**src/verilog/fetch_pkg.sv**
```systemverilog
`default_nettype none

package fetch_pkg;

  localparam int VADDR_WIDTH = 32;
  localparam int INSTR_WIDTH = 32;

  // Word count of the local instruction memory
  localparam int IMEM_DEPTH = 64;
  localparam int IMEM_ADDR_WIDTH = 6;

  typedef enum logic [1:0]
  {
    e_op_state_reset = 2'd0,
    e_op_pc_redirect = 2'd1,
    e_op_wait        = 2'd2
  } fe_opcode_e;

  typedef enum logic [1:0]
  {
    e_wait  = 2'd0,
    e_run   = 2'd1,
    e_stall = 2'd2
  } fe_state_e;

  typedef enum logic
  {
    e_fe_fetch     = 1'b0,
    e_fe_exception = 1'b1
  } fe_msg_type_e;

  // Access fault doubles as the all-zero code on fetch messages
  typedef enum logic
  {
    e_instr_access_fault = 1'b0,
    e_instr_misaligned   = 1'b1
  } fe_exc_code_e;

endpackage

`default_nettype wire

```
**src/verilog/fetch_cmd_decode.sv**
```systemverilog
`timescale 1ns/1ns
`default_nettype none

module fetch_cmd_decode
(
  input  wire                                 clk_i,
  input  wire                                 reset_i,
  input  wire                                 fe_cmd_v_i,
  input  fetch_pkg::fe_opcode_e               fe_cmd_opcode_i,
  input  wire [fetch_pkg::VADDR_WIDTH-1:0]    fe_cmd_vaddr_i,
  input  wire                                 is_run_i,
  input  wire [fetch_pkg::VADDR_WIDTH-1:0]    fetch_pc_i,
  output logic                                cmd_v_o,
  output logic                                cmd_immediate_o,
  output logic                                cmd_wait_o,
  output logic [fetch_pkg::VADDR_WIDTH-1:0]   resume_pc_o
);

  logic [fetch_pkg::VADDR_WIDTH-1:0] resume_n;
  logic [fetch_pkg::VADDR_WIDTH-1:0] resume_r;
  logic                              resume_en;

  assign cmd_v_o         = fe_cmd_v_i;
  assign cmd_immediate_o = fe_cmd_v_i & (fe_cmd_opcode_i == fetch_pkg::e_op_pc_redirect);
  assign cmd_wait_o      = fe_cmd_v_i & (fe_cmd_opcode_i == fetch_pkg::e_op_wait);

  // A command sets the restart point, otherwise track the IF2 PC while running
  assign resume_en = fe_cmd_v_i | is_run_i;
  assign resume_n  = fe_cmd_v_i ? fe_cmd_vaddr_i : fetch_pc_i;

  always_ff @(posedge clk_i)
  begin
    if (reset_i)
    begin
      resume_r <= '0;
    end
    else if (resume_en)
    begin
      resume_r <= resume_n;
    end
  end

  assign resume_pc_o = resume_r;

  // Back end only issues the three supported opcodes
  a_known_opcode: assert property (
    @(posedge clk_i) disable iff (reset_i)
    fe_cmd_v_i |-> fe_cmd_opcode_i inside {fetch_pkg::e_op_state_reset,
                                           fetch_pkg::e_op_pc_redirect,
                                           fetch_pkg::e_op_wait}
  );

endmodule

`default_nettype wire

```
**src/verilog/fetch_ctrl.sv**
```systemverilog
`timescale 1ns/1ns
`default_nettype none

module fetch_ctrl
(
  input  wire                                 clk_i,
  input  wire                                 reset_i,
  input  wire                                 cmd_v_i,
  input  wire                                 cmd_immediate_i,
  input  wire                                 cmd_wait_i,
  input  wire [fetch_pkg::VADDR_WIDTH-1:0]    if2_pc_i,
  input  wire [fetch_pkg::INSTR_WIDTH-1:0]    rdata_i,
  input  wire                                 access_fault_i,
  input  wire                                 misaligned_fault_i,
  input  wire                                 fe_queue_ready_i,
  output logic                                next_pc_yumi_o,
  output logic                                redirect_v_o,
  output logic                                is_run_o,
  output logic                                fe_cmd_yumi_o,
  output logic                                fe_queue_v_o,
  output fetch_pkg::fe_msg_type_e             fe_queue_type_o,
  output logic [fetch_pkg::VADDR_WIDTH-1:0]   fe_queue_pc_o,
  output logic [fetch_pkg::INSTR_WIDTH-1:0]   fe_queue_instr_o,
  output fetch_pkg::fe_exc_code_e             fe_queue_exc_o
);

  fetch_pkg::fe_state_e state_r;
  fetch_pkg::fe_state_e state_n;

  logic is_wait;
  logic is_stall;
  logic cmd_complex;

  logic v_if1_r;
  logic v_if2_r;
  logic v_if1_n;
  logic v_if2_n;
  logic seq_r;

  logic fault_v;
  logic fe_exception_v;
  logic fetch_fail_v;
  logic exception_sent;
  logic poison_if1;
  logic stall;
  logic unstall;

  assign is_wait  = (state_r == fetch_pkg::e_wait);
  assign is_run_o = (state_r == fetch_pkg::e_run);
  assign is_stall = (state_r == fetch_pkg::e_stall);

  // State reset is the only command that needs the stall detour
  assign cmd_complex = cmd_v_i & ~cmd_immediate_i & ~cmd_wait_i;

  assign fault_v        = access_fault_i | misaligned_fault_i;
  assign fe_exception_v = v_if2_r & fault_v;
  assign fe_queue_v_o   = fe_queue_ready_i & v_if2_r & ~cmd_v_i;
  assign exception_sent = fe_queue_v_o & fault_v;
  assign fetch_fail_v   = v_if2_r & ~fe_queue_v_o;

  assign poison_if1 = fetch_fail_v | fe_exception_v | cmd_v_i;
  assign stall      = fetch_fail_v | cmd_v_i;
  assign unstall    = fe_queue_ready_i & ~cmd_v_i;

  assign fe_cmd_yumi_o = cmd_v_i & ~reset_i;

  always_comb
  begin
    case (state_r)
      fetch_pkg::e_wait:
        state_n = cmd_wait_i      ? fetch_pkg::e_wait :
                  cmd_immediate_i ? fetch_pkg::e_run :
                  cmd_v_i         ? fetch_pkg::e_stall : fetch_pkg::e_wait;
      fetch_pkg::e_stall:
        state_n = cmd_wait_i ? fetch_pkg::e_wait :
                  unstall    ? fetch_pkg::e_run : fetch_pkg::e_stall;
      // A redirect keeps running and the new PC goes out on the next issue
      fetch_pkg::e_run:
        state_n = cmd_wait_i             ? fetch_pkg::e_wait :
                  cmd_immediate_i        ? fetch_pkg::e_run :
                  (stall | cmd_complex)  ? fetch_pkg::e_stall :
                  exception_sent         ? fetch_pkg::e_wait : fetch_pkg::e_run;
      default:
        state_n = fetch_pkg::e_wait;
    endcase
  end

  assign v_if1_n = (state_n == fetch_pkg::e_run);
  assign v_if2_n = v_if1_r & ~poison_if1;

  always_ff @(posedge clk_i)
  begin
    if (reset_i)
    begin
      state_r <= fetch_pkg::e_wait;
      v_if1_r <= 1'b0;
      v_if2_r <= 1'b0;
      seq_r   <= 1'b0;
    end
    else
    begin
      state_r <= state_n;
      v_if1_r <= v_if1_n;
      v_if2_r <= v_if2_n;
      seq_r   <= is_run_o & ~cmd_v_i;
    end
  end

  // First issue after a command or a stall restarts from the resume PC
  assign next_pc_yumi_o = v_if1_r;
  assign redirect_v_o   = v_if1_r & ~seq_r;

  always_comb
  begin
    fe_queue_pc_o = if2_pc_i;
    if (fault_v)
    begin
      fe_queue_type_o  = fetch_pkg::e_fe_exception;
      fe_queue_instr_o = '0;
      fe_queue_exc_o   = misaligned_fault_i ? fetch_pkg::e_instr_misaligned
                                            : fetch_pkg::e_instr_access_fault;
    end
    else
    begin
      fe_queue_type_o  = fetch_pkg::e_fe_fetch;
      fe_queue_instr_o = rdata_i;
      fe_queue_exc_o   = fetch_pkg::e_instr_access_fault;
    end
  end

  a_v_needs_ready: assert property (
    @(posedge clk_i) disable iff (reset_i)
    fe_queue_v_o |-> fe_queue_ready_i
  );

  // An exception parks the front end until the next command
  a_exception_parks: assert property (
    @(posedge clk_i) disable iff (reset_i)
    exception_sent |=> (is_wait && !v_if2_r)
  );

  // Nothing is left in flight while stalled
  a_stall_empty: assert property (
    @(posedge clk_i) disable iff (reset_i)
    is_stall |-> !v_if2_r
  );

endmodule

`default_nettype wire

```
**src/verilog/fetch_imem.sv**
```systemverilog
`timescale 1ns/1ns
`default_nettype none

module fetch_imem
(
  input  wire                                     clk_i,
  input  wire                                     reset_i,
  input  wire                                     w_v_i,
  input  wire [fetch_pkg::IMEM_ADDR_WIDTH-1:0]    w_addr_i,
  input  wire [fetch_pkg::INSTR_WIDTH-1:0]        w_data_i,
  input  wire                                     r_v_i,
  input  wire [fetch_pkg::VADDR_WIDTH-1:0]        r_pc_i,
  output logic [fetch_pkg::INSTR_WIDTH-1:0]       rdata_o,
  output logic [fetch_pkg::VADDR_WIDTH-1:0]       pc_o,
  output logic                                    access_fault_o,
  output logic                                    misaligned_fault_o
);

  logic [fetch_pkg::INSTR_WIDTH-1:0] mem [fetch_pkg::IMEM_DEPTH];

  logic [fetch_pkg::IMEM_ADDR_WIDTH-1:0] r_index;
  logic [fetch_pkg::VADDR_WIDTH-1:0]     r_word;
  logic                                  access_fault_n;
  logic                                  misaligned_n;

  logic [fetch_pkg::INSTR_WIDTH-1:0]     rdata_r;
  logic [fetch_pkg::VADDR_WIDTH-1:0]     pc_r;
  logic                                  access_fault_r;
  logic                                  misaligned_r;

  assign r_word  = r_pc_i >> 2;
  assign r_index = r_pc_i[fetch_pkg::IMEM_ADDR_WIDTH+1:2];

  assign access_fault_n = (r_word >= fetch_pkg::VADDR_WIDTH'(fetch_pkg::IMEM_DEPTH));
  assign misaligned_n   = (r_pc_i[1:0] != 2'b00);

  always_ff @(posedge clk_i)
  begin
    if (w_v_i)
    begin
      mem[w_addr_i] <= w_data_i;
    end
  end

  // Read stage output lines up with IF2
  always_ff @(posedge clk_i)
  begin
    if (r_v_i)
    begin
      rdata_r        <= mem[r_index];
      pc_r           <= r_pc_i;
      access_fault_r <= access_fault_n;
      misaligned_r   <= misaligned_n;
    end
  end

  assign rdata_o            = rdata_r;
  assign pc_o               = pc_r;
  assign access_fault_o     = access_fault_r;
  assign misaligned_fault_o = misaligned_r;

  // Loading happens only while the controller is parked
  a_no_write_on_read: assert property (
    @(posedge clk_i) disable iff (reset_i)
    !(w_v_i && r_v_i)
  );

endmodule

`default_nettype wire

```
**src/verilog/fetch_pc_gen.sv**
```systemverilog
`timescale 1ns/1ns
`default_nettype none

module fetch_pc_gen
(
  input  wire                                 clk_i,
  input  wire                                 reset_i,
  input  wire                                 redirect_v_i,
  input  wire [fetch_pkg::VADDR_WIDTH-1:0]    redirect_pc_i,
  input  wire                                 next_pc_yumi_i,
  output logic [fetch_pkg::VADDR_WIDTH-1:0]   next_pc_o
);

  localparam logic [fetch_pkg::VADDR_WIDTH-1:0] INSTR_BYTES = fetch_pkg::VADDR_WIDTH'(4);

  logic [fetch_pkg::VADDR_WIDTH-1:0] pc_r;
  logic [fetch_pkg::VADDR_WIDTH-1:0] pc_sel;

  // Redirect target goes out in the same cycle it is requested
  assign pc_sel = redirect_v_i ? redirect_pc_i : pc_r;

  always_ff @(posedge clk_i)
  begin
    if (reset_i)
    begin
      pc_r <= '0;
    end
    else if (next_pc_yumi_i)
    begin
      pc_r <= pc_sel + INSTR_BYTES;
    end
  end

  assign next_pc_o = pc_sel;

endmodule

`default_nettype wire

```
**src/verilog/fetch_top.sv**
```systemverilog
`timescale 1ns/1ns
`default_nettype none

module fetch_top
(
  input  wire                                     clk_i,
  input  wire                                     reset_i,

  input  wire                                     fe_cmd_v_i,
  input  fetch_pkg::fe_opcode_e                   fe_cmd_opcode_i,
  input  wire [fetch_pkg::VADDR_WIDTH-1:0]        fe_cmd_vaddr_i,
  output logic                                    fe_cmd_yumi_o,

  output logic                                    fe_queue_v_o,
  output fetch_pkg::fe_msg_type_e                 fe_queue_type_o,
  output logic [fetch_pkg::VADDR_WIDTH-1:0]       fe_queue_pc_o,
  output logic [fetch_pkg::INSTR_WIDTH-1:0]       fe_queue_instr_o,
  output fetch_pkg::fe_exc_code_e                 fe_queue_exc_o,
  input  wire                                     fe_queue_ready_i,

  input  wire                                     imem_w_v_i,
  input  wire [fetch_pkg::IMEM_ADDR_WIDTH-1:0]    imem_w_addr_i,
  input  wire [fetch_pkg::INSTR_WIDTH-1:0]        imem_w_data_i
);

  logic                              cmd_v;
  logic                              cmd_immediate;
  logic                              cmd_wait;
  logic [fetch_pkg::VADDR_WIDTH-1:0] resume_pc;
  logic                              is_run;
  logic                              next_pc_yumi;
  logic                              redirect_v;
  logic [fetch_pkg::VADDR_WIDTH-1:0] next_pc;
  logic [fetch_pkg::INSTR_WIDTH-1:0] rdata;
  logic [fetch_pkg::VADDR_WIDTH-1:0] fetch_pc;
  logic                              access_fault;
  logic                              misaligned;

  fetch_cmd_decode u_cmd_decode
  (
    .clk_i           (clk_i),
    .reset_i         (reset_i),
    .fe_cmd_v_i      (fe_cmd_v_i),
    .fe_cmd_opcode_i (fe_cmd_opcode_i),
    .fe_cmd_vaddr_i  (fe_cmd_vaddr_i),
    .is_run_i        (is_run),
    .fetch_pc_i      (fetch_pc),
    .cmd_v_o         (cmd_v),
    .cmd_immediate_o (cmd_immediate),
    .cmd_wait_o      (cmd_wait),
    .resume_pc_o     (resume_pc)
  );

  fetch_pc_gen u_pc_gen
  (
    .clk_i          (clk_i),
    .reset_i        (reset_i),
    .redirect_v_i   (redirect_v),
    .redirect_pc_i  (resume_pc),
    .next_pc_yumi_i (next_pc_yumi),
    .next_pc_o      (next_pc)
  );

  fetch_imem u_imem
  (
    .clk_i              (clk_i),
    .reset_i            (reset_i),
    .w_v_i              (imem_w_v_i),
    .w_addr_i           (imem_w_addr_i),
    .w_data_i           (imem_w_data_i),
    .r_v_i              (next_pc_yumi),
    .r_pc_i             (next_pc),
    .rdata_o            (rdata),
    .pc_o               (fetch_pc),
    .access_fault_o     (access_fault),
    .misaligned_fault_o (misaligned)
  );

  fetch_ctrl u_ctrl
  (
    .clk_i              (clk_i),
    .reset_i            (reset_i),
    .cmd_v_i            (cmd_v),
    .cmd_immediate_i    (cmd_immediate),
    .cmd_wait_i         (cmd_wait),
    .if2_pc_i           (fetch_pc),
    .rdata_i            (rdata),
    .access_fault_i     (access_fault),
    .misaligned_fault_i (misaligned),
    .fe_queue_ready_i   (fe_queue_ready_i),
    .next_pc_yumi_o     (next_pc_yumi),
    .redirect_v_o       (redirect_v),
    .is_run_o           (is_run),
    .fe_cmd_yumi_o      (fe_cmd_yumi_o),
    .fe_queue_v_o       (fe_queue_v_o),
    .fe_queue_type_o    (fe_queue_type_o),
    .fe_queue_pc_o      (fe_queue_pc_o),
    .fe_queue_instr_o   (fe_queue_instr_o),
    .fe_queue_exc_o     (fe_queue_exc_o)
  );

endmodule

`default_nettype wire
```
**config.mk**
```make
export PLATFORM = sky130hd
export DESIGN_NAME = fetch_top
export DESIGN_NICKNAME = d
export VERILOG_FILES = /design/src/verilog/fetch_pkg.sv /design/src/verilog/fetch_cmd_decode.sv /design/src/verilog/fetch_ctrl.sv /design/src/verilog/fetch_imem.sv /design/src/verilog/fetch_pc_gen.sv /design/src/verilog/fetch_top.sv
export SDC_FILE = /design/constraint.sdc
export NUM_CORES = 2
export LEC_CHECK = 0
export BUFFER_PORTS_ARGS = -buffer_cell sky130_fd_sc_hd__buf_4
export CAP_MARGIN = 20
export CORE_MARGIN = 4
export CORE_UTILIZATION = 43
export DETAILED_ROUTE_END_ITERATION = 8
export GPL_TIMING_DRIVEN = 0
export HOLD_SLACK_MARGIN = 0.1
export SYNTH_ARGS = -nofsm -noshare
export SYNTH_HDL_FRONTEND = slang
export SYNTH_SLANG_ARGS = --single-unit
```
**constraint.sdc**
```tcl
create_clock -name clk_i -period 9.4 [get_ports clk_i]
set_input_delay 0.47 -clock clk_i [delete_from_list [all_inputs] [get_ports clk_i]]
set_output_delay 0.47 -clock clk_i [all_outputs]
set_load 0.005 [all_outputs]
```
Yosys cells after proc, flatten, opt, wreduce, memory -nomap -nowiden
Memory sizes are Yosys's and may differ from the RTL's. A register that Yosys moved wholly into a read port is not among the register bits. Cells that the tools add are included.

RAM bits: 2048. Word-level logic and storage cells: 64. Memories: 1. Output and inout bits: 68. Flip-flop bits (word level): 103.

Muxes and demuxes: 18. Add/sub/neg operators: 1. Equality and inequality tests: 5. $lt $le $gt $ge: 1. Reductions and logical operators: 2. Bitwise gates (word level): 27.

Memory list: u_imem.mem (words 64, bits a word 32, rd ports 1, clocked after memory_dff 1, wr ports 1, line fetch_imem.sv:19) `logic [fetch_pkg::INSTR_WIDTH-1:0] mem [fetch_pkg::IMEM_DEPTH];`.

Operator list (count): 2-to-1 mux 32 bit (3); adder 32 x 3 -> 32 bit (second input constant) (1); >= comparator 30 x 7 -> 1 bit (second input constant) (1); 2-to-1 mux 2 bit (8); AND 1 bit (14); NOT 1 bit (7); == test 2 x 1 -> 1 bit (second input constant) (3); 2-to-1 mux 1 bit (6); OR 1 bit (6); one-hot mux 2 bit (3 select lines) (1); == test 2 bit (second input constant) (2); zero test 2 bit (1); nonzero test 2 bit (1).

Logic depth before layout (Yosys ltp)
Depth after elaboration: 11. Gate-level depth with buffers: 13. Gate-level depth less buffers: 8.

Cells and area by module
Synthesis repeated with hierarchy kept, for this count alone.

Cell total of the unflattened synthesis: 4084. Area total of the unflattened synthesis: 85520.8 um2.

Modules (own cells, without submodules): fetch_imem (instances 1, cells an instance 3545, area an instance 80659.9 um2); fetch_pc_gen (instances 1, cells an instance 299, area an instance 2456.1 um2); fetch_cmd_decode (instances 1, cells an instance 146, area an instance 1692.9 um2); fetch_ctrl (instances 1, cells an instance 94, area an instance 711.9 um2).

Worst setup path before layout
Ideal clock, no wire load.

Path kind: flip-flop to flip-flop. Start: reg u_ctrl.v_if1_r (netlist: u_ctrl.next_pc_yumi_o). End: reg u_pc_gen.pc_r[24] (netlist bit). Clock period less this slack: 4.460 ns. Data required time: 9.278 ns. Slack: 4.940 ns. Library setup time: 0.122 ns. Data arrival time: 4.338 ns. Cell stages (with the launch flop): 13. Cells stage by stage: dfxtp_1 and3b_1 a21o_1 buf_6 buf_6 buf_6 buf_2 buf_2 ha_1 o2111ai_2 nor4_4 a21oi_1 a311o_1.

Cells in the longest elaborated chain, start to end: 3.

Ends and longest elaborated chain: from (decl) (line fetch_ctrl.sv:34) `logic v_if1_r;`; from (signal assigned) (line fetch_ctrl.sv:103) `v_if1_r <= v_if1_n;`; AND 1 bit (line fetch_ctrl.sv:111) `assign redirect_v_o = v_if1_r & ~seq_r;`; 2-to-1 mux 32 bit (line fetch_pc_gen.sv:20) `assign pc_sel = redirect_v_i ? redirect_pc_i : pc_r;`; net next_pc (one bit) (line fetch_top.sv:33) `logic [fetch_pkg::VADDR_WIDTH-1:0] next_pc;`; adder 32 x 3 -> 32 bit (line fetch_pc_gen.sv:30) `pc_r <= pc_sel + INSTR_BYTES;`; to (signal assigned) (line fetch_pc_gen.sv:30); to (decl) (line fetch_pc_gen.sv:16) `logic [fetch_pkg::VADDR_WIDTH-1:0] pc_r;`.

The timed path passes the listed nets, and every way through them passes these cells. A chain may end at the register's enable or synchronous reset.

Worst setup path after layout
Start: reg u_ctrl.v_if1_r (netlist: u_ctrl.next_pc_yumi_o). End: reg u_imem.rdata_r (netlist bit u_imem.rdata_o[27]) (read register of u_imem.mem) (data pin).

Cells in the longest elaborated chain, start to end: 2.

Ends and longest elaborated chain: AND 1 bit (line fetch_ctrl.sv:111); 2-to-1 mux 32 bit (line fetch_pc_gen.sv:20); to (decl) (line fetch_imem.sv:26) `logic [fetch_pkg::INSTR_WIDTH-1:0] rdata_r;`.

Parallel ways exist; a longest one is shown, timed or not.

==> impl_metrics.json <==
{
  "max_slew_margin_pct": 15.9,
  "cts.sinks": 2183,
  "fin_util_pct": 50.0,
  "tns_ns": 0,
  "syn_area_per_cell_um2": 16.0,
  "synth_cell_type_count": 69,
  "num-fill-cells": 17332,
  "clk_path_buf_depth": 3,
  "end_kind": "register",
  "maxCapViolCount": 0,
  "instances_no_fill": 9056,
  "report.final.slew_viol_count": 0,
  "synth_nets": 5698,
  "numPortBuffers": 137,
  "reg2reg_from": "u_ctrl.next_pc_yumi_o",
  "synth_edf_count": 2114,
  "drt_pass1_iterations": 6,
  "placedCellCount": 8620,
  "vias": 54389,
  "drc": 0,
  "ys_seq_area_share_pct": 72.1,
  "synth-async-reset-ratio_pct": 0,
  "place_congestion": 0.888,
  "hold_depth": 1,
  "die_height_um": 465,
  "synth_flop_cell": "edfxtp_1",
  "rsz0062_at_grt": "no",
  "antenna_found_initial": 15,
  "drtAntennaViolNets": 0,
  "syn_inst": 5619,
  "fp-row-count": 167,
  "grt_max_degree": 65,
  "cts_buffers": 213,
  "totalWireLength_mm": 283,
  "syn_area_um2": 90000,
  "drt-initial-drc-count": 7256,
  "die_area_um2": 217000,
  "cts_root_buffer": "clkbuf_16",
  "hold_class": "input pin to register",
  "dpl.hpwl_mm": 189,
  "grt_pass1_wl_mm": 395,
  "die_x_um": 465,
  "hold_violations": 0,
  "endpoint": "u_imem.rdata_o[27]",
  "status": "completed",
  "crit_required_ns": 9.89,
  "initial_core_util_pct": 43.3,
  "synth_seq_cells": 2183,
  "area_delta_synth_final_pct": 15.4,
  "holdWs_ns": 0.193,
  "reg2reg_depth": 9,
  "clk-insertion-delay-late_ns": 0.86,
  "crit_arrival_ns": 5.79,
  "crit_fanout": 35,
  "rrSetupSlack_ns": 4.10,
  "htree_levels": 4,
  "grtUsageTotal_pct": 25.5,
  "core_um2": 208000,
  "p_per_area_nw_per_um2": 199,
  "synth_area_leaders": "edfxtp_1, mux2i_1, mux4_2, a211oi_1, nand2_1",
  "finalCritPeriodShare_pct": 56.4,
  "yosys.area.top_type": "edfxtp_1",
  "tightestPinTransition_ns": 1.26,
  "startpoint": "u_ctrl.next_pc_yumi_o",
  "max_freq_ghz": 0.189,
  "cts.repair.resized": 0,
  "io-pin-count": 145,
  "grt_overflow": 0,
  "setup_violations": 0,
  "yosys_warnings": 0,
  "path_clk_slew_ns": 0.06,
  "cts_tree": "done",
  "cp-start-kind": "register",
  "grt_pass1_vias": 52938,
  "wl_per_cell_um": 31.3,
  "fin_crit_ns": 5.30,
  "nets": 6164,
  "synth_top_cell_area_share_pct": 70.6,
  "critical_path_class": "register to register",
  "routed_via_density": 6.01,
  "max-vdd-ir-drop_mv": 0.202,
  "p_leak_uw": 0.0322,
  "fin_worst_skew_ns": 0.0402,
  "reg2reg_to": "u_imem.rdata_o[27]",
  "layout-drive-gt1-share_pct": 14.8
}
## flip-flops by register name (all words and copies together), names as in the netlist
signal                     cells
u_ctrl.next_pc_yumi_o          1
u_imem.pc_o                   32
u_ctrl.v_if2_r                 1
u_ctrl.state_r                 2
u_cmd_decode.resume_pc_o      32
u_imem.rdata_o                32
u_imem.misaligned_fault_o      1
u_pc_gen.pc_r                 32
u_imem.access_fault_o          1
u_ctrl.seq_r                   1
u_imem.mem                  2048
## worst max-delay path: stages (launching register included)
cell and delay (ns):
dfxtp_4 0.68, buf_4 0.27, nand2b_4 0.08, buf_6 0.17
mux2i_1 0.65, clkbuf_1 0.91, clkbuf_1 0.81, o211ai_1 0.19
a31oi_1 0.72, nand4_1 0.43
## repair_timing
item                                   CTS  global route
hold buffers                            36             0
buffers inserted                         0             0
setup endpoints to repair                0             0
endpoints found under the hold margin   36             0
## per-stage QoR
step / total power, µW / instance area [µm²] / worst slack, ns
finish: 20700 / 104000 / 4.10
global route: 21300 / 104000 / 4.12
CTS: 20800 / 104000 / 4.26
detailed placement: 12300 / 96500 / 4.28
global placement: 12200 / 94500 / 1.89
floorplan: 11600 / 90000 / 4.94
## layout make-up
type	instances	area (µm²)	area share, %
diodes	7	17.5	0.0169
plain buffers	395	1890	1.82
clock buffers	253	5540	5.34
clock inverters	138	1440	1.39
inverters	154	578	0.557
multi-input cells	2887	23100	22.3
flip-flops and latches	2183	64900	62.5
well taps	2788	3490	3.36
repair buffers	251	2900	2.79
## layer usage
| metal | share of wire (%) | vias up | GRT usage [%] |
|---|---|---|---|
| li1 | - | 23261 | - |
| met3 | 9.1 | 503 | 5.15 |
| met5 | 0.0042 | - | 0 |
| met4 | 4.8 | 2 | 10.4 |
| met2 | 46 | 2522 | 40.6 |
| met1 | 40 | 28101 | 34.5 |
## synthesized netlist by cell type, drive strengths merged (8+ instances only)
library cell,instances
a32oi,64
clkbuf,239
a21oi,80
nand4,42
mux4,128
nor4,78
nand2,409
nand3,19
edfxtp,2114
o211ai,128
dfxtp,69
a31oi,133
nor2,289
mux2,10
nand2b,88
and2,36
a22o,64
nor2b,8
buf,156
o41ai,33
inv,153
a211oi,256
o32ai,64
o22ai,133
mux2i,735
## cells by family after synthesis
logic type,synth area share (%)
flops,72.1
simple gates,5.18
compound gates,8.32
mux,11.6
buf+inv,2.74
xor+xnor,0.0779
fa+ha+maj,0.0278
## report_power, final
group	internal, µW	switching, µW
combinational	387	893
sequential	10800	39.1
clock	4900	3740
## layout by cell type, fill, tap and decap left out, types with 25 or more instances in the layout
cell,Yosys,routed
clkbuf_1,239,274
nand4_1,41,41
buf_4,28,165
inv_1,151,151
o22ai_1,133,133
a211oi_1,256,256
bufinv_16,0,25
nor4_1,75,75
buf_2,74,74
o32ai_1,64,64
nor2_1,289,226
nor2_4,0,62
mux2i_1,727,727
a22o_1,64,64
o41ai_2,31,31
buf_1,26,26
buf_12,0,51
nand2b_1,87,87
nand2_1,406,406
clkinv_2,0,49
a31oi_1,132,132
and2_1,36,36
mux4_2,128,128
dfxtp_1,69,68
clkbuf_16,0,215
buf_6,28,39
clkinv_1,1,43
dlygate4sd3_1,0,36
a21oi_1,80,80
edfxtp_1,2114,2114
o211ai_1,128,128
a32oi_1,64,64
## worst min-delay path by stage
| stage | start | end |
|---|---|---|
| 3_3_place_gp | u_ctrl.v_if2_r | u_ctrl.v_if2_r |
| 3_5_place_dp | u_ctrl.v_if2_r | u_ctrl.v_if2_r |
| 4_1_cts | fe_cmd_v_i | u_ctrl.state_r[1] |
| 6_report | imem_w_data_i[1] | u_imem.mem[26][1] |
| 2_1_floorplan | u_ctrl.v_if2_r | u_ctrl.v_if2_r |
| 5_1_grt | fe_cmd_v_i | u_ctrl.state_r[1] |
Note: power is estimated with default switching activity, not from simulation.
